File: src/hw/fe_defs.svh
/* front end widths and constants */

`ifndef FE_DEFS_SVH
`define FE_DEFS_SVH

// address and data path width
`define FE_XLEN 32

// one flag per interrupt source
`define FE_INT_W 8

// first fetch after reset
`define FE_RESET_PC 32'h0000_0000

// addi x0 x0 0 loaded into a flushed stage
`define FE_INST_NOP 32'h0000_0013

`endif

File: src/hw/fe_pkg.sv
/* front end shared types */

`default_nettype none

`include "fe_defs.svh"

package fe_pkg;

    // pipeline stage control
    typedef enum logic [1:0] {
        PIPE_FLOW  = 2'd0,                  // stage advances
        PIPE_HOLD  = 2'd1,                  // stage keeps contents
        PIPE_CLEAR = 2'd2                   // stage flushed to nop
    } hold_e;

    // major opcode class
    typedef enum logic [3:0] {
        OP_LUI     = 4'd0,
        OP_AUIPC   = 4'd1,
        OP_JAL     = 4'd2,
        OP_JALR    = 4'd3,
        OP_BRANCH  = 4'd4,
        OP_LOAD    = 4'd5,
        OP_STORE   = 4'd6,
        OP_ALUI    = 4'd7,                  // reg-imm arithmetic
        OP_ALU     = 4'd8,                  // reg-reg arithmetic
        OP_FENCE   = 4'd9,
        OP_SYSTEM  = 4'd10,
        OP_ILLEGAL = 4'd15                  // unknown or compressed
    } op_e;

    // packet handed from decode to execute
    typedef struct packed {
        op_e                   op;
        logic [2:0]            funct3;
        logic [6:0]            funct7;
        logic [4:0]            rd;
        logic [4:0]            rs1;
        logic [4:0]            rs2;
        logic [`FE_XLEN-1:0]   imm;         // sign extended per format
        logic [`FE_XLEN-1:0]   pc;
        logic [`FE_XLEN-1:0]   pc_next;
        logic [`FE_INT_W-1:0]  irq;         // carried only, never taken
    } dec_t;

endpackage

`default_nettype wire

File: src/hw/fe_top.sv
/* instruction front end */

`default_nettype none

`include "fe_defs.svh"

module fe_top (
    input  logic                 clk_i,
    input  logic                 rst_n_i,
    output logic [`FE_XLEN-1:0]  imem_addr_o,      // combinational memory
    input  logic [`FE_XLEN-1:0]  imem_rdata_i,
    input  logic                 redirect_valid_i,
    input  logic [`FE_XLEN-1:0]  redirect_pc_i,
    input  logic [`FE_INT_W-1:0] irq_i,
    output fe_pkg::dec_t         dec_o,
    output logic                 dec_valid_o,
    input  logic                 dec_ready_i
);

    import fe_pkg::*;

    hold_e                hold_flag;
    logic [`FE_XLEN-1:0]  pc;
    logic [`FE_XLEN-1:0]  pc_next;
    logic [`FE_INT_W-1:0] irq_pend;
    logic [`FE_XLEN-1:0]  id_inst;
    logic [`FE_XLEN-1:0]  id_addr;
    logic [`FE_XLEN-1:0]  id_addr_next;
    logic [`FE_INT_W-1:0] id_int;
    logic                 id_valid;

    pc_gen u_pc_gen (
        .clk_i         (clk_i),
        .rst_n_i       (rst_n_i),
        .hold_flag_i   (hold_flag),
        .redirect_pc_i (redirect_pc_i),
        .pc_o          (pc),
        .pc_next_o     (pc_next)
    );

    assign imem_addr_o = pc;

    pipe_ctrl u_pipe_ctrl (
        .clk_i            (clk_i),
        .rst_n_i          (rst_n_i),
        .redirect_valid_i (redirect_valid_i),
        .dec_valid_i      (dec_valid_o),    // back pressure loop
        .dec_ready_i      (dec_ready_i),
        .irq_i            (irq_i),
        .hold_flag_o      (hold_flag),
        .irq_pend_o       (irq_pend)
    );

    if_id u_if_id (
        .clk_i            (clk_i),
        .rst_n_i          (rst_n_i),
        .inst_i           (imem_rdata_i),
        .inst_addr_i      (pc),
        .inst_addr_next_i (pc_next),
        .hold_flag_i      (hold_flag),
        .int_flag_i       (irq_pend),
        .inst_o           (id_inst),
        .inst_addr_o      (id_addr),
        .inst_addr_next_o (id_addr_next),
        .int_flag_o       (id_int),
        .valid_o          (id_valid)
    );

    id_decode u_id_decode (
        .inst_i           (id_inst),
        .inst_addr_i      (id_addr),
        .inst_addr_next_i (id_addr_next),
        .int_flag_i       (id_int),
        .valid_i          (id_valid),
        .dec_o            (dec_o),
        .dec_valid_o      (dec_valid_o)
    );

    // upper immediates never carry low bits
    a_upper_imm: assert property (
        @(posedge clk_i) disable iff (!rst_n_i)
        dec_valid_o && (dec_o.op == OP_LUI || dec_o.op == OP_AUIPC)
            |-> dec_o.imm[11:0] == 12'h000
    ) else $error("fe_top: u-type immediate %h has low bits set", dec_o.imm);

endmodule

`default_nettype wire

File: src/hw/id_decode.sv
/* rv32i instruction decoder */

`default_nettype none

`include "fe_defs.svh"

module id_decode (
    input  logic [`FE_XLEN-1:0]  inst_i,
    input  logic [`FE_XLEN-1:0]  inst_addr_i,
    input  logic [`FE_XLEN-1:0]  inst_addr_next_i,
    input  logic [`FE_INT_W-1:0] int_flag_i,
    input  logic                 valid_i,
    output fe_pkg::dec_t         dec_o,
    output logic                 dec_valid_o
);

    import fe_pkg::*;

    op_e                 op;
    logic [`FE_XLEN-1:0] imm_i;
    logic [`FE_XLEN-1:0] imm_s;
    logic [`FE_XLEN-1:0] imm_b;
    logic [`FE_XLEN-1:0] imm_u;
    logic [`FE_XLEN-1:0] imm_j;
    logic [`FE_XLEN-1:0] imm;

    // major opcode class
    always_comb begin
        if (inst_i[1:0] != 2'b11) begin
            op = OP_ILLEGAL;                // compressed not supported
        end else begin
            case (inst_i[6:2])
                5'b01101: op = OP_LUI;
                5'b00101: op = OP_AUIPC;
                5'b11011: op = OP_JAL;
                5'b11001: op = OP_JALR;
                5'b11000: op = OP_BRANCH;
                5'b00000: op = OP_LOAD;
                5'b01000: op = OP_STORE;
                5'b00100: op = OP_ALUI;
                5'b01100: op = OP_ALU;
                5'b00011: op = OP_FENCE;
                5'b11100: op = OP_SYSTEM;
                default:  op = OP_ILLEGAL;
            endcase
        end
    end

    // immediates per format
    assign imm_i = {{20{inst_i[31]}}, inst_i[31:20]};
    assign imm_s = {{20{inst_i[31]}}, inst_i[31:25], inst_i[11:7]};
    assign imm_b = {{19{inst_i[31]}}, inst_i[31], inst_i[7], inst_i[30:25],
                    inst_i[11:8], 1'b0};   // halfword offset
    assign imm_u = {inst_i[31:12], 12'b0};
    assign imm_j = {{11{inst_i[31]}}, inst_i[31], inst_i[19:12], inst_i[20],
                    inst_i[30:21], 1'b0};

    always_comb begin
        case (op)
            OP_LUI, OP_AUIPC:                    imm = imm_u;
            OP_JAL:                              imm = imm_j;
            OP_BRANCH:                           imm = imm_b;
            OP_STORE:                            imm = imm_s;
            OP_JALR, OP_LOAD, OP_ALUI,
            OP_FENCE, OP_SYSTEM:                 imm = imm_i;
            default:                             imm = '0; // r format and illegal
        endcase
    end

    always_comb begin
        dec_o.op      = op;
        dec_o.funct3  = inst_i[14:12];
        dec_o.funct7  = inst_i[31:25];
        dec_o.rd      = inst_i[11:7];
        dec_o.rs1     = inst_i[19:15];
        dec_o.rs2     = inst_i[24:20];  // raw fields for every format
        dec_o.imm     = imm;
        dec_o.pc      = inst_addr_i;
        dec_o.pc_next = inst_addr_next_i;
        dec_o.irq     = int_flag_i;
    end

    assign dec_valid_o = valid_i;       // nop bubbles stay invalid

endmodule

`default_nettype wire

File: src/hw/if_id.sv
/* fetch to decode pipeline register */

`default_nettype none

`include "fe_defs.svh"

module if_id (
    input  logic                 clk_i,
    input  logic                 rst_n_i,
    input  logic [`FE_XLEN-1:0]  inst_i,           // word from imem
    input  logic [`FE_XLEN-1:0]  inst_addr_i,      // its address
    input  logic [`FE_XLEN-1:0]  inst_addr_next_i,
    input  fe_pkg::hold_e        hold_flag_i,
    input  logic [`FE_INT_W-1:0] int_flag_i,       // pending irqs
    output logic [`FE_XLEN-1:0]  inst_o,
    output logic [`FE_XLEN-1:0]  inst_addr_o,
    output logic [`FE_XLEN-1:0]  inst_addr_next_o,
    output logic [`FE_INT_W-1:0] int_flag_o,
    output logic                 valid_o           // stage holds a real fetch
);

    import fe_pkg::*;

    logic [`FE_XLEN-1:0]  inst_q;
    logic [`FE_XLEN-1:0]  addr_q;
    logic [`FE_XLEN-1:0]  addr_next_q;
    logic [`FE_INT_W-1:0] int_q;
    logic                 valid_q;

    always_ff @(posedge clk_i) begin
        if (!rst_n_i || hold_flag_i == PIPE_CLEAR) begin
            inst_q      <= `FE_INST_NOP;    // bubble
            addr_q      <= '0;
            addr_next_q <= '0;
            int_q       <= '0;
            valid_q     <= 1'b0;
        end else if (hold_flag_i == PIPE_FLOW) begin
            inst_q      <= inst_i;
            addr_q      <= inst_addr_i;
            addr_next_q <= inst_addr_next_i;
            int_q       <= int_flag_i;
            valid_q     <= 1'b1;            // memory answers every cycle
        end
    end

    assign inst_o           = inst_q;
    assign inst_addr_o      = addr_q;
    assign inst_addr_next_o = addr_next_q;
    assign int_flag_o       = int_q;
    assign valid_o          = valid_q;

    a_hold_stable: assert property (
        @(posedge clk_i) disable iff (!rst_n_i)
        (hold_flag_i == PIPE_HOLD) |=>
            $stable({inst_o, inst_addr_o, inst_addr_next_o, int_flag_o, valid_o})
    ) else $error("if_id: contents changed across a hold");

endmodule

`default_nettype wire

File: src/hw/pc_gen.sv
/* program counter generator */

`default_nettype none

`include "fe_defs.svh"

module pc_gen (
    input  logic                clk_i,
    input  logic                rst_n_i,
    input  fe_pkg::hold_e       hold_flag_i,    // from pipe_ctrl
    input  logic [`FE_XLEN-1:0] redirect_pc_i,  // branch or jump target
    output logic [`FE_XLEN-1:0] pc_o,           // fetch address
    output logic [`FE_XLEN-1:0] pc_next_o       // sequential successor
);

    import fe_pkg::*;

    localparam logic [`FE_XLEN-1:0] PC_STEP = `FE_XLEN'd4; // one word per fetch

    logic [`FE_XLEN-1:0] pc_q;
    logic [`FE_XLEN-1:0] pc_seq;

    assign pc_seq = pc_q + PC_STEP;         // no compressed support

    always_ff @(posedge clk_i) begin
        if (!rst_n_i) begin
            pc_q <= `FE_RESET_PC;
        end else begin
            case (hold_flag_i)
                PIPE_CLEAR: pc_q <= redirect_pc_i; // redirect wins
                PIPE_HOLD:  pc_q <= pc_q;          // stall refetches same word
                default:    pc_q <= pc_seq;
            endcase
        end
    end

    assign pc_o      = pc_q;
    assign pc_next_o = pc_seq;

    // redirect targets come from execute so alignment is checked here
    a_pc_aligned: assert property (
        @(posedge clk_i) disable iff (!rst_n_i)
        pc_q[1:0] == 2'b00
    ) else $error("pc_gen: fetch address %h not word aligned", pc_q);

endmodule

`default_nettype wire

File: src/hw/pipe_ctrl.sv
/* pipeline hold and interrupt pending */

`default_nettype none

`include "fe_defs.svh"

module pipe_ctrl (
    input  logic                 clk_i,
    input  logic                 rst_n_i,
    input  logic                 redirect_valid_i, // one cycle pulse from execute
    input  logic                 dec_valid_i,      // decode offering a packet
    input  logic                 dec_ready_i,      // downstream can take it
    input  logic [`FE_INT_W-1:0] irq_i,            // request pulses
    output fe_pkg::hold_e        hold_flag_o,
    output logic [`FE_INT_W-1:0] irq_pend_o        // into if_id
);

    import fe_pkg::*;

    hold_e               hold_flag;
    logic [`FE_INT_W-1:0] irq_pend_q;

    always_comb begin
        if (redirect_valid_i) begin
            hold_flag = PIPE_CLEAR;         // flush wrong path fetch
        end else if (dec_valid_i && !dec_ready_i) begin
            hold_flag = PIPE_HOLD;          // back pressure
        end else begin
            hold_flag = PIPE_FLOW;
        end
    end

    // sticky until a flow edge hands the bits to if_id
    always_ff @(posedge clk_i) begin
        if (!rst_n_i) begin
            irq_pend_q <= '0;
        end else if (hold_flag == PIPE_FLOW) begin
            irq_pend_q <= irq_i;            // old bits leave with the fetch
        end else begin
            irq_pend_q <= irq_pend_q | irq_i; // kept over hold and clear
        end
    end

    assign hold_flag_o = hold_flag;
    assign irq_pend_o  = irq_pend_q;

    // a redirect flushes and decode offers nothing in the next cycle
    a_redirect_flush: assert property (
        @(posedge clk_i) disable iff (!rst_n_i)
        redirect_valid_i |=> !dec_valid_i
    ) else $error("pipe_ctrl: redirect did not flush the decode stage");

endmodule

`default_nettype wire

File: config.mk
export PLATFORM = sky130hd
export DESIGN_NAME = fe_top
export DESIGN_NICKNAME = d
export VERILOG_FILES = /design/src/hw/fe_pkg.sv /design/src/hw/fe_top.sv /design/src/hw/id_decode.sv /design/src/hw/if_id.sv /design/src/hw/pc_gen.sv /design/src/hw/pipe_ctrl.sv
export VERILOG_INCLUDE_DIRS = /design/src /design/src/hw
export SDC_FILE = /design/constraint.sdc
export NUM_CORES = 1
export LEC_CHECK = 0
export BUFFER_PORTS_ARGS = -buffer_cell sky130_fd_sc_hd__buf_2
export CAP_MARGIN = 20
export CORE_MARGIN = 4
export CORE_UTILIZATION = 53
export DETAILED_ROUTE_END_ITERATION = 10
export PLACE_DENSITY = 0.95
export SLEW_MARGIN = 20
export SYNTH_ARGS = -nofsm -noshare
export SYNTH_HDL_FRONTEND = slang
export SYNTH_SLANG_ARGS = --single-unit
File: constraint.sdc
create_clock -name clk_i -period 6.65 [get_ports clk_i]
set_clock_uncertainty 0.2 [all_clocks]
set_input_delay 1.33 -clock clk_i [delete_from_list [all_inputs] [get_ports clk_i]]
set_output_delay 1.33 -clock clk_i [all_outputs]
set_load 0.1 [all_outputs]
---- Yosys cells after proc, flatten, opt, wreduce, memory -nomap -nowiden ----
Memories as Yosys holds them, arrays and structs flattened. A register that Yosys moved wholly into a read port is not among the register bits.
Cells that the tools add are included.
Widths: inputs -> output; s select.
word-level totals
  bits in latches ......................... 0
  ROM bits ................................ 128
  flip-flop bits (word level) ............. 145
  word-level logic and storage cells ...... 38
  output and inout port bits .............. 166
  memories kept ........................... 1
  memory bits (writable) .................. 0
  bits of input ports ..................... 76
cells by class
  div/mod/pow operators ................... 0
  multiply operators ...................... 0
  bitwise logic cells ..................... 1
  mux-type cells .......................... 8
  reduce and logical (&&, ||, !) cells .... 8
  $add $sub $neg .......................... 1
  eq/ne operators ......................... 12
  order comparisons ....................... 0
  shift-type cells ........................ 0
memories
  memory           words  width  rd ports  clocked after Yosys merged registers in  wr ports  line             source
  (no name shown)  32     4      1         1                                        0         id_decode.sv:32  case (inst_i[6:2])
operators by type and width
  cell                   number
  $pmux 32 s5            1
  $pmux 32 s2            1
  $add 32x3->32 const B  1
  $eq 4x3->1 const B     4
  $mux 5                 2
  $eq 4x2->1 const B     2
  $eq 4x4->1 const B     2
  $mux 8                 1
  $or 8x8->8             1
  $reduce_or 5->1        1
  $eq 4x1->1 const B     1
  $logic_not 4->1        1
  $mux 4                 1
  $eq 2x1->1 const B     1
  $eq 2x2->1 const B     1
  $logic_not 1->1        2
  $logic_not 2->1        1
  $mux 2                 1
  $ne 2x2->1 const B     1
  $reduce_or 2->1        1
  $logic_and 1x1->1      1
  $logic_or 1x1->1       1
  $mux 1                 1

---- Longest topological paths before layout ----
  depth in word-level cells ............... 7
  gate-level depth with buffers ........... 11
  gate-level depth less buffers ........... 9

---- By module ----
Synthesis repeated with hierarchy kept, for this count alone.
unflattened totals
  cells, all modules ...................... 1037
  area, all modules ....................... 8743.4 sq um
modules (own cells, without submodules)
  module     cells each  instances  area an instance (sq um)  sequential area each (sq um)
  if_id      467         1          4449.3                    2102.0
  pc_gen     327         1          2432.3                    640.6
  id_decode  206         1          1517.7                    0.0
  pipe_ctrl  37          1          344.1                     160.2

---- Worst setup path after synthesis ----
No wires, ideal clock.
  path type ............................... register to output
  start ................................... register with a tool-made name
  end ..................................... output port dec_o[83] in the netlist's numbering
  buffers on the path ..................... 1
  arrival time ............................ 3106 ps
  required time ........................... 5120 ps
  stages on the path, launching flop included .. 5
  slack ................................... 2014 ps
  cell sequence ........................... dfxtp_1 > clkbuf_1 > a21oi_1 > xor2_1 > o31ai_1
RTL lines
  item              line          source
  end: declaration  fe_top.sv:15  output fe_pkg::dec_t dec_o,

==> reports/qor.log <==
INFO  place          hpwlAfterDp=14.6mm
INFO  floorplan      io-pin-count=242
INFO  cells_and_area finalInstanceArea=8490µm²
INFO  routing        route.detailed.vias_per_inst=5.57
INFO  logic_synthesis synth-edff-count=0
INFO  logic_synthesis synth_top_area_cell=sky130_fd_sc_hd__dfxtp_1
INFO  floorplan      row_count=41
INFO  place          port-buffer-count=241
INFO  logic_synthesis syn_inst=871
INFO  cts            setup_buffers_after_cts=0
INFO  cells_and_area drive_gt1_share=27.7%
INFO  timing         setup_viol=0
INFO  cells_and_area post_layout_nonfiller_instances=1222
INFO  floorplan      die-width=123µm
INFO  timing         setup_ws=1620ps
INFO  grt            antenna_found_initial=1
INFO  cells_and_area area_growth_syn_to_layout=21.6%
INFO  critical_path  ff2ff_setup_slack=3730ps
INFO  outcome        status=completed
INFO  routing        drtIter0Drc=638
INFO  grt            sum_of_overflow_across_all_layers_after_global_routing=0
INFO  logic_synthesis ys_seq_elements=147
INFO  job            max_cap_viol_count=0
INFO  timing         finalCritPeriodShare=75.7%
INFO  timing         fin_hold_ws=244ps
INFO  power          peakVddDrop=0.158mV
INFO  grt            grt_pass1_wl=31.6mm
INFO  power          power_per_cell_area=281nW/µm²
INFO  critical_path  worstPathArrival=5140ps
INFO  floorplan      design.core.area=12800µm²
INFO  timing         timing_max_transition_violations_final=0
INFO  place          place_congestion=0.874
INFO  critical_path  worst_r2r_start=u_if_id.valid_o
INFO  critical_path  worst_ep_required_time=6750ps
INFO  cts            cts_htree_levels=4
INFO  timing         unrepaired_setup_endpoints_after_global_routing=false
INFO  routing        detail-route-antenna-nets=0
INFO  cts            cts_num_sinks=147
INFO  cts            cts_hold_repair.buffers=0
INFO  critical_path  r2r.worst_path.cells=8
INFO  critical_path  crit_path_start=redirect_valid_i
INFO  cts            cts_tree=built
INFO  timing         clock.fmax=199MHz
INFO  floorplan      start_util=54.7%
INFO  power          p_leak=3.90nW
INFO  power          power=2.38mW
INFO  grt            pin_count_of_the_biggest_net_entering_global_routing=86
INFO  timing         final.setup.tns=0ps
INFO  grt            groute.usage.overall=26.6%
INFO  hold_path      holdCritStartpoint=u_if_id.inst_addr_o[4]
INFO  cells_and_area multi_input_area=3540µm²
INFO  place          place_ws=1240ps
INFO  hold_path      worst_hold_path.num_cells=2
INFO  logic_synthesis netlist-cell-type-count=52
INFO  logic_synthesis synth_sequential_area_ratio=42.1%
INFO  cells_and_area filler_cell_count=1086
INFO  cts            cts-root-to-sink-buffers=2
INFO  logic_synthesis post-synth-top-area-fraction=42.1%
INFO  grt            first_global_vias=6220
INFO  cts            clk_pin_slew=50ps
INFO  routing        remaining_drc_errors=0
INFO  place          postPlaceCellArea=7970µm²
INFO  cts            post_cts.resized_instances=0
INFO  timing         report.final.hold_viol_count=0
INFO  routing        wl=20.7mm
INFO  logic_synthesis mappedNetlistArea=6990µm²
INFO  cells_and_area fin_nets=1120
INFO  cts            worstSkewPairLatency=410ps
INFO  logic_synthesis synth_flop_cell=sky130_fd_sc_hd__dfxtp_1
INFO  critical_path  worst_setup_path_start_kind=primary input
INFO  critical_path  cp_max_fo=84
INFO  timing         worst_pin_slew=1120ps
INFO  floorplan      fp.dieArea=15100µm²
INFO  logic_synthesis synth_warnings=0
INFO  critical_path  category_of_the_worst_setup_path_capture_point=flip-flop
INFO  hold_path      hold_end=u_if_id.inst_addr_o[4]
INFO  logic_synthesis postSynthAreaPerCell=8.02µm²
INFO  logic_synthesis asyncSetResetFlopFracSynth=0%
INFO  timing         maxSlewHeadroom=24.9%
INFO  logic_synthesis synth_fp_nets=952
INFO  floorplan      die_h=123µm
INFO  timing         timing.final.crit_period=5030ps
INFO  place          placedCellCount=1191
INFO  routing        routedWlPerCell=17.0µm
INFO  cells_and_area register_area=2940µm²
INFO  cells_and_area final_util=66.5%
INFO  hold_path      min-delay-path-class=flip-flop to flip-flop
INFO  critical_path  criticalPathCategory=primary input to flip-flop
INFO  routing        vias=6801
INFO  cts            numCtsBuffers=17
INFO  cts            cts_root_buf=sky130_fd_sc_hd__clkbuf_16
INFO  routing        number_of_iterations_in_the_first_detailed_routing_pass=5
INFO  logic_synthesis synth_top_cells_by_area=sky130_fd_sc_hd__dfxtp_1, sky130_fd_sc_hd__a21oi_1, sky130_fd_sc_hd__nand2_1
## registers in the layout, summed over array words and instances (netlist names), named ones only
signal	cells
u_if_id.inst_addr_o	30
u_if_id.int_flag_o	8
u_if_id.valid_o	1
u_if_id.inst_addr_next_o	32
u_pc_gen.pc_o	32
u_if_id.inst_o	32
u_pipe_ctrl.irq_pend_o	8
## layout by cell type (no fill, tap or decap), types with 7 or more instances in the layout
cell / synthesis / routed
sky130_fd_sc_hd__mux2i_1: 8 / 8
sky130_fd_sc_hd__and2_1: 16 / 16
sky130_fd_sc_hd__a21oi_1: 126 / 126
sky130_fd_sc_hd__nand2b_1: 8 / 7
sky130_fd_sc_hd__xor2_1: 30 / 30
sky130_fd_sc_hd__nor4_1: 7 / 7
sky130_fd_sc_hd__nor3_1: 12 / 12
sky130_fd_sc_hd__o21ai_0: 51 / 51
sky130_fd_sc_hd__nor2b_1: 14 / 13
sky130_fd_sc_hd__xnor2_1: 30 / 30
sky130_fd_sc_hd__nand3_1: 20 / 20
sky130_fd_sc_hd__inv_1: 8 / 8
sky130_fd_sc_hd__nor2_1: 33 / 32
sky130_fd_sc_hd__dfxtp_1: 147 / 147
sky130_fd_sc_hd__nand4_1: 15 / 15
sky130_fd_sc_hd__a211oi_1: 9 / 9
sky130_fd_sc_hd__a21o_1: 19 / 19
sky130_fd_sc_hd__nand2_1: 168 / 167
sky130_fd_sc_hd__clkbuf_16: 0 / 17
sky130_fd_sc_hd__buf_2: 11 / 241
## critical path, stage by stage
cell	delay (ps)
sky130_fd_sc_hd__buf_2	320
sky130_fd_sc_hd__inv_1	70
sky130_fd_sc_hd__buf_4	270
sky130_fd_sc_hd__nand2_4	720
sky130_fd_sc_hd__clkinv_1	940
sky130_fd_sc_hd__nand2b_1	470
sky130_fd_sc_hd__inv_1	140
sky130_fd_sc_hd__ha_1	240
sky130_fd_sc_hd__nor3_1	250
sky130_fd_sc_hd__mux2i_1	140
sky130_fd_sc_hd__o22a_1	200
## area by class of cell
| class | instances | area share, % |
|---|---|---|
| inverters | 9 | 0.398 |
| clock inverters | 7 | 0.736 |
| multi-input cells | 619 | 41.7 |
| well taps | 172 | 2.53 |
| diodes | 1 | 0.0295 |
| repair buffers | 245 | 14.7 |
| flip-flops and latches | 147 | 34.6 |
| clock buffers | 22 | 5.23 |
## worst max-delay path by stage
| stage | to | slack (ps) | cells after the start |
|---|---|---|---|
| floorplan | dec_o[83] | 2010 | 4 |
| global placement | flip-flop | 1450 | 11 |
| detailed placement | flip-flop | 1240 | 11 |
| CTS | flip-flop | 1670 | 11 |
| global route | flip-flop | 1280 | 11 |
| finish | flip-flop | 1620 | 11 |
## power by group
group | internal, mW | switching, mW
registers | 0.923 | 0.0571
clock network | 0.504 | 0.339
logic | 0.107 | 0.454
total | 1.53 | 0.850
## per-layer routing
layer | global-route usage [%] | share of wire (%) | up-vias
met3 | 7.00 | 8.8 | 52
met4 | 10.8 | 2.8 | 2
met2 | 43.7 | 48 | 315
li1 | - | - | 3269
met1 | 33.1 | 40 | 3163
met5 | 0 | 0.077 | -
## synth_stat cells, drive strengths merged, types with 2 or more instances
master / count
a211oi: 9
a21o: 19
a21oi: 126
a22o: 4
a22oi: 2
a31oi: 2
and2: 16
and3: 3
and4: 3
buf: 55
clkbuf: 41
dfxtp: 147
ha: 5
inv: 8
mux2i: 8
nand2: 168
nand2b: 8
nand3: 20
nand3b: 2
nand4: 18
nor2: 33
nor2b: 14
nor3: 14
nor3b: 2
nor4: 9
o21ai: 51
o21ba: 2
o22ai: 2
or2: 4
or3: 4
xnor2: 30
xor2: 30
## cell families (layout without fill, tap and decap cells)
group	after synthesis	after routing	synth area share (%)
AO/OA/AOI/OAI	225	225	18.1
adder cells (fa/ha/maj)	5	5	0.896
other	0	1	0
buffers and inverters	105	283	7.56
XOR/XNOR	60	60	7.52
AND/OR/NAND/NOR	320	320	22.5
flip-flops	147	147	42.1
multiplexers	9	9	1.31
(Power assumes the default switching activity.)
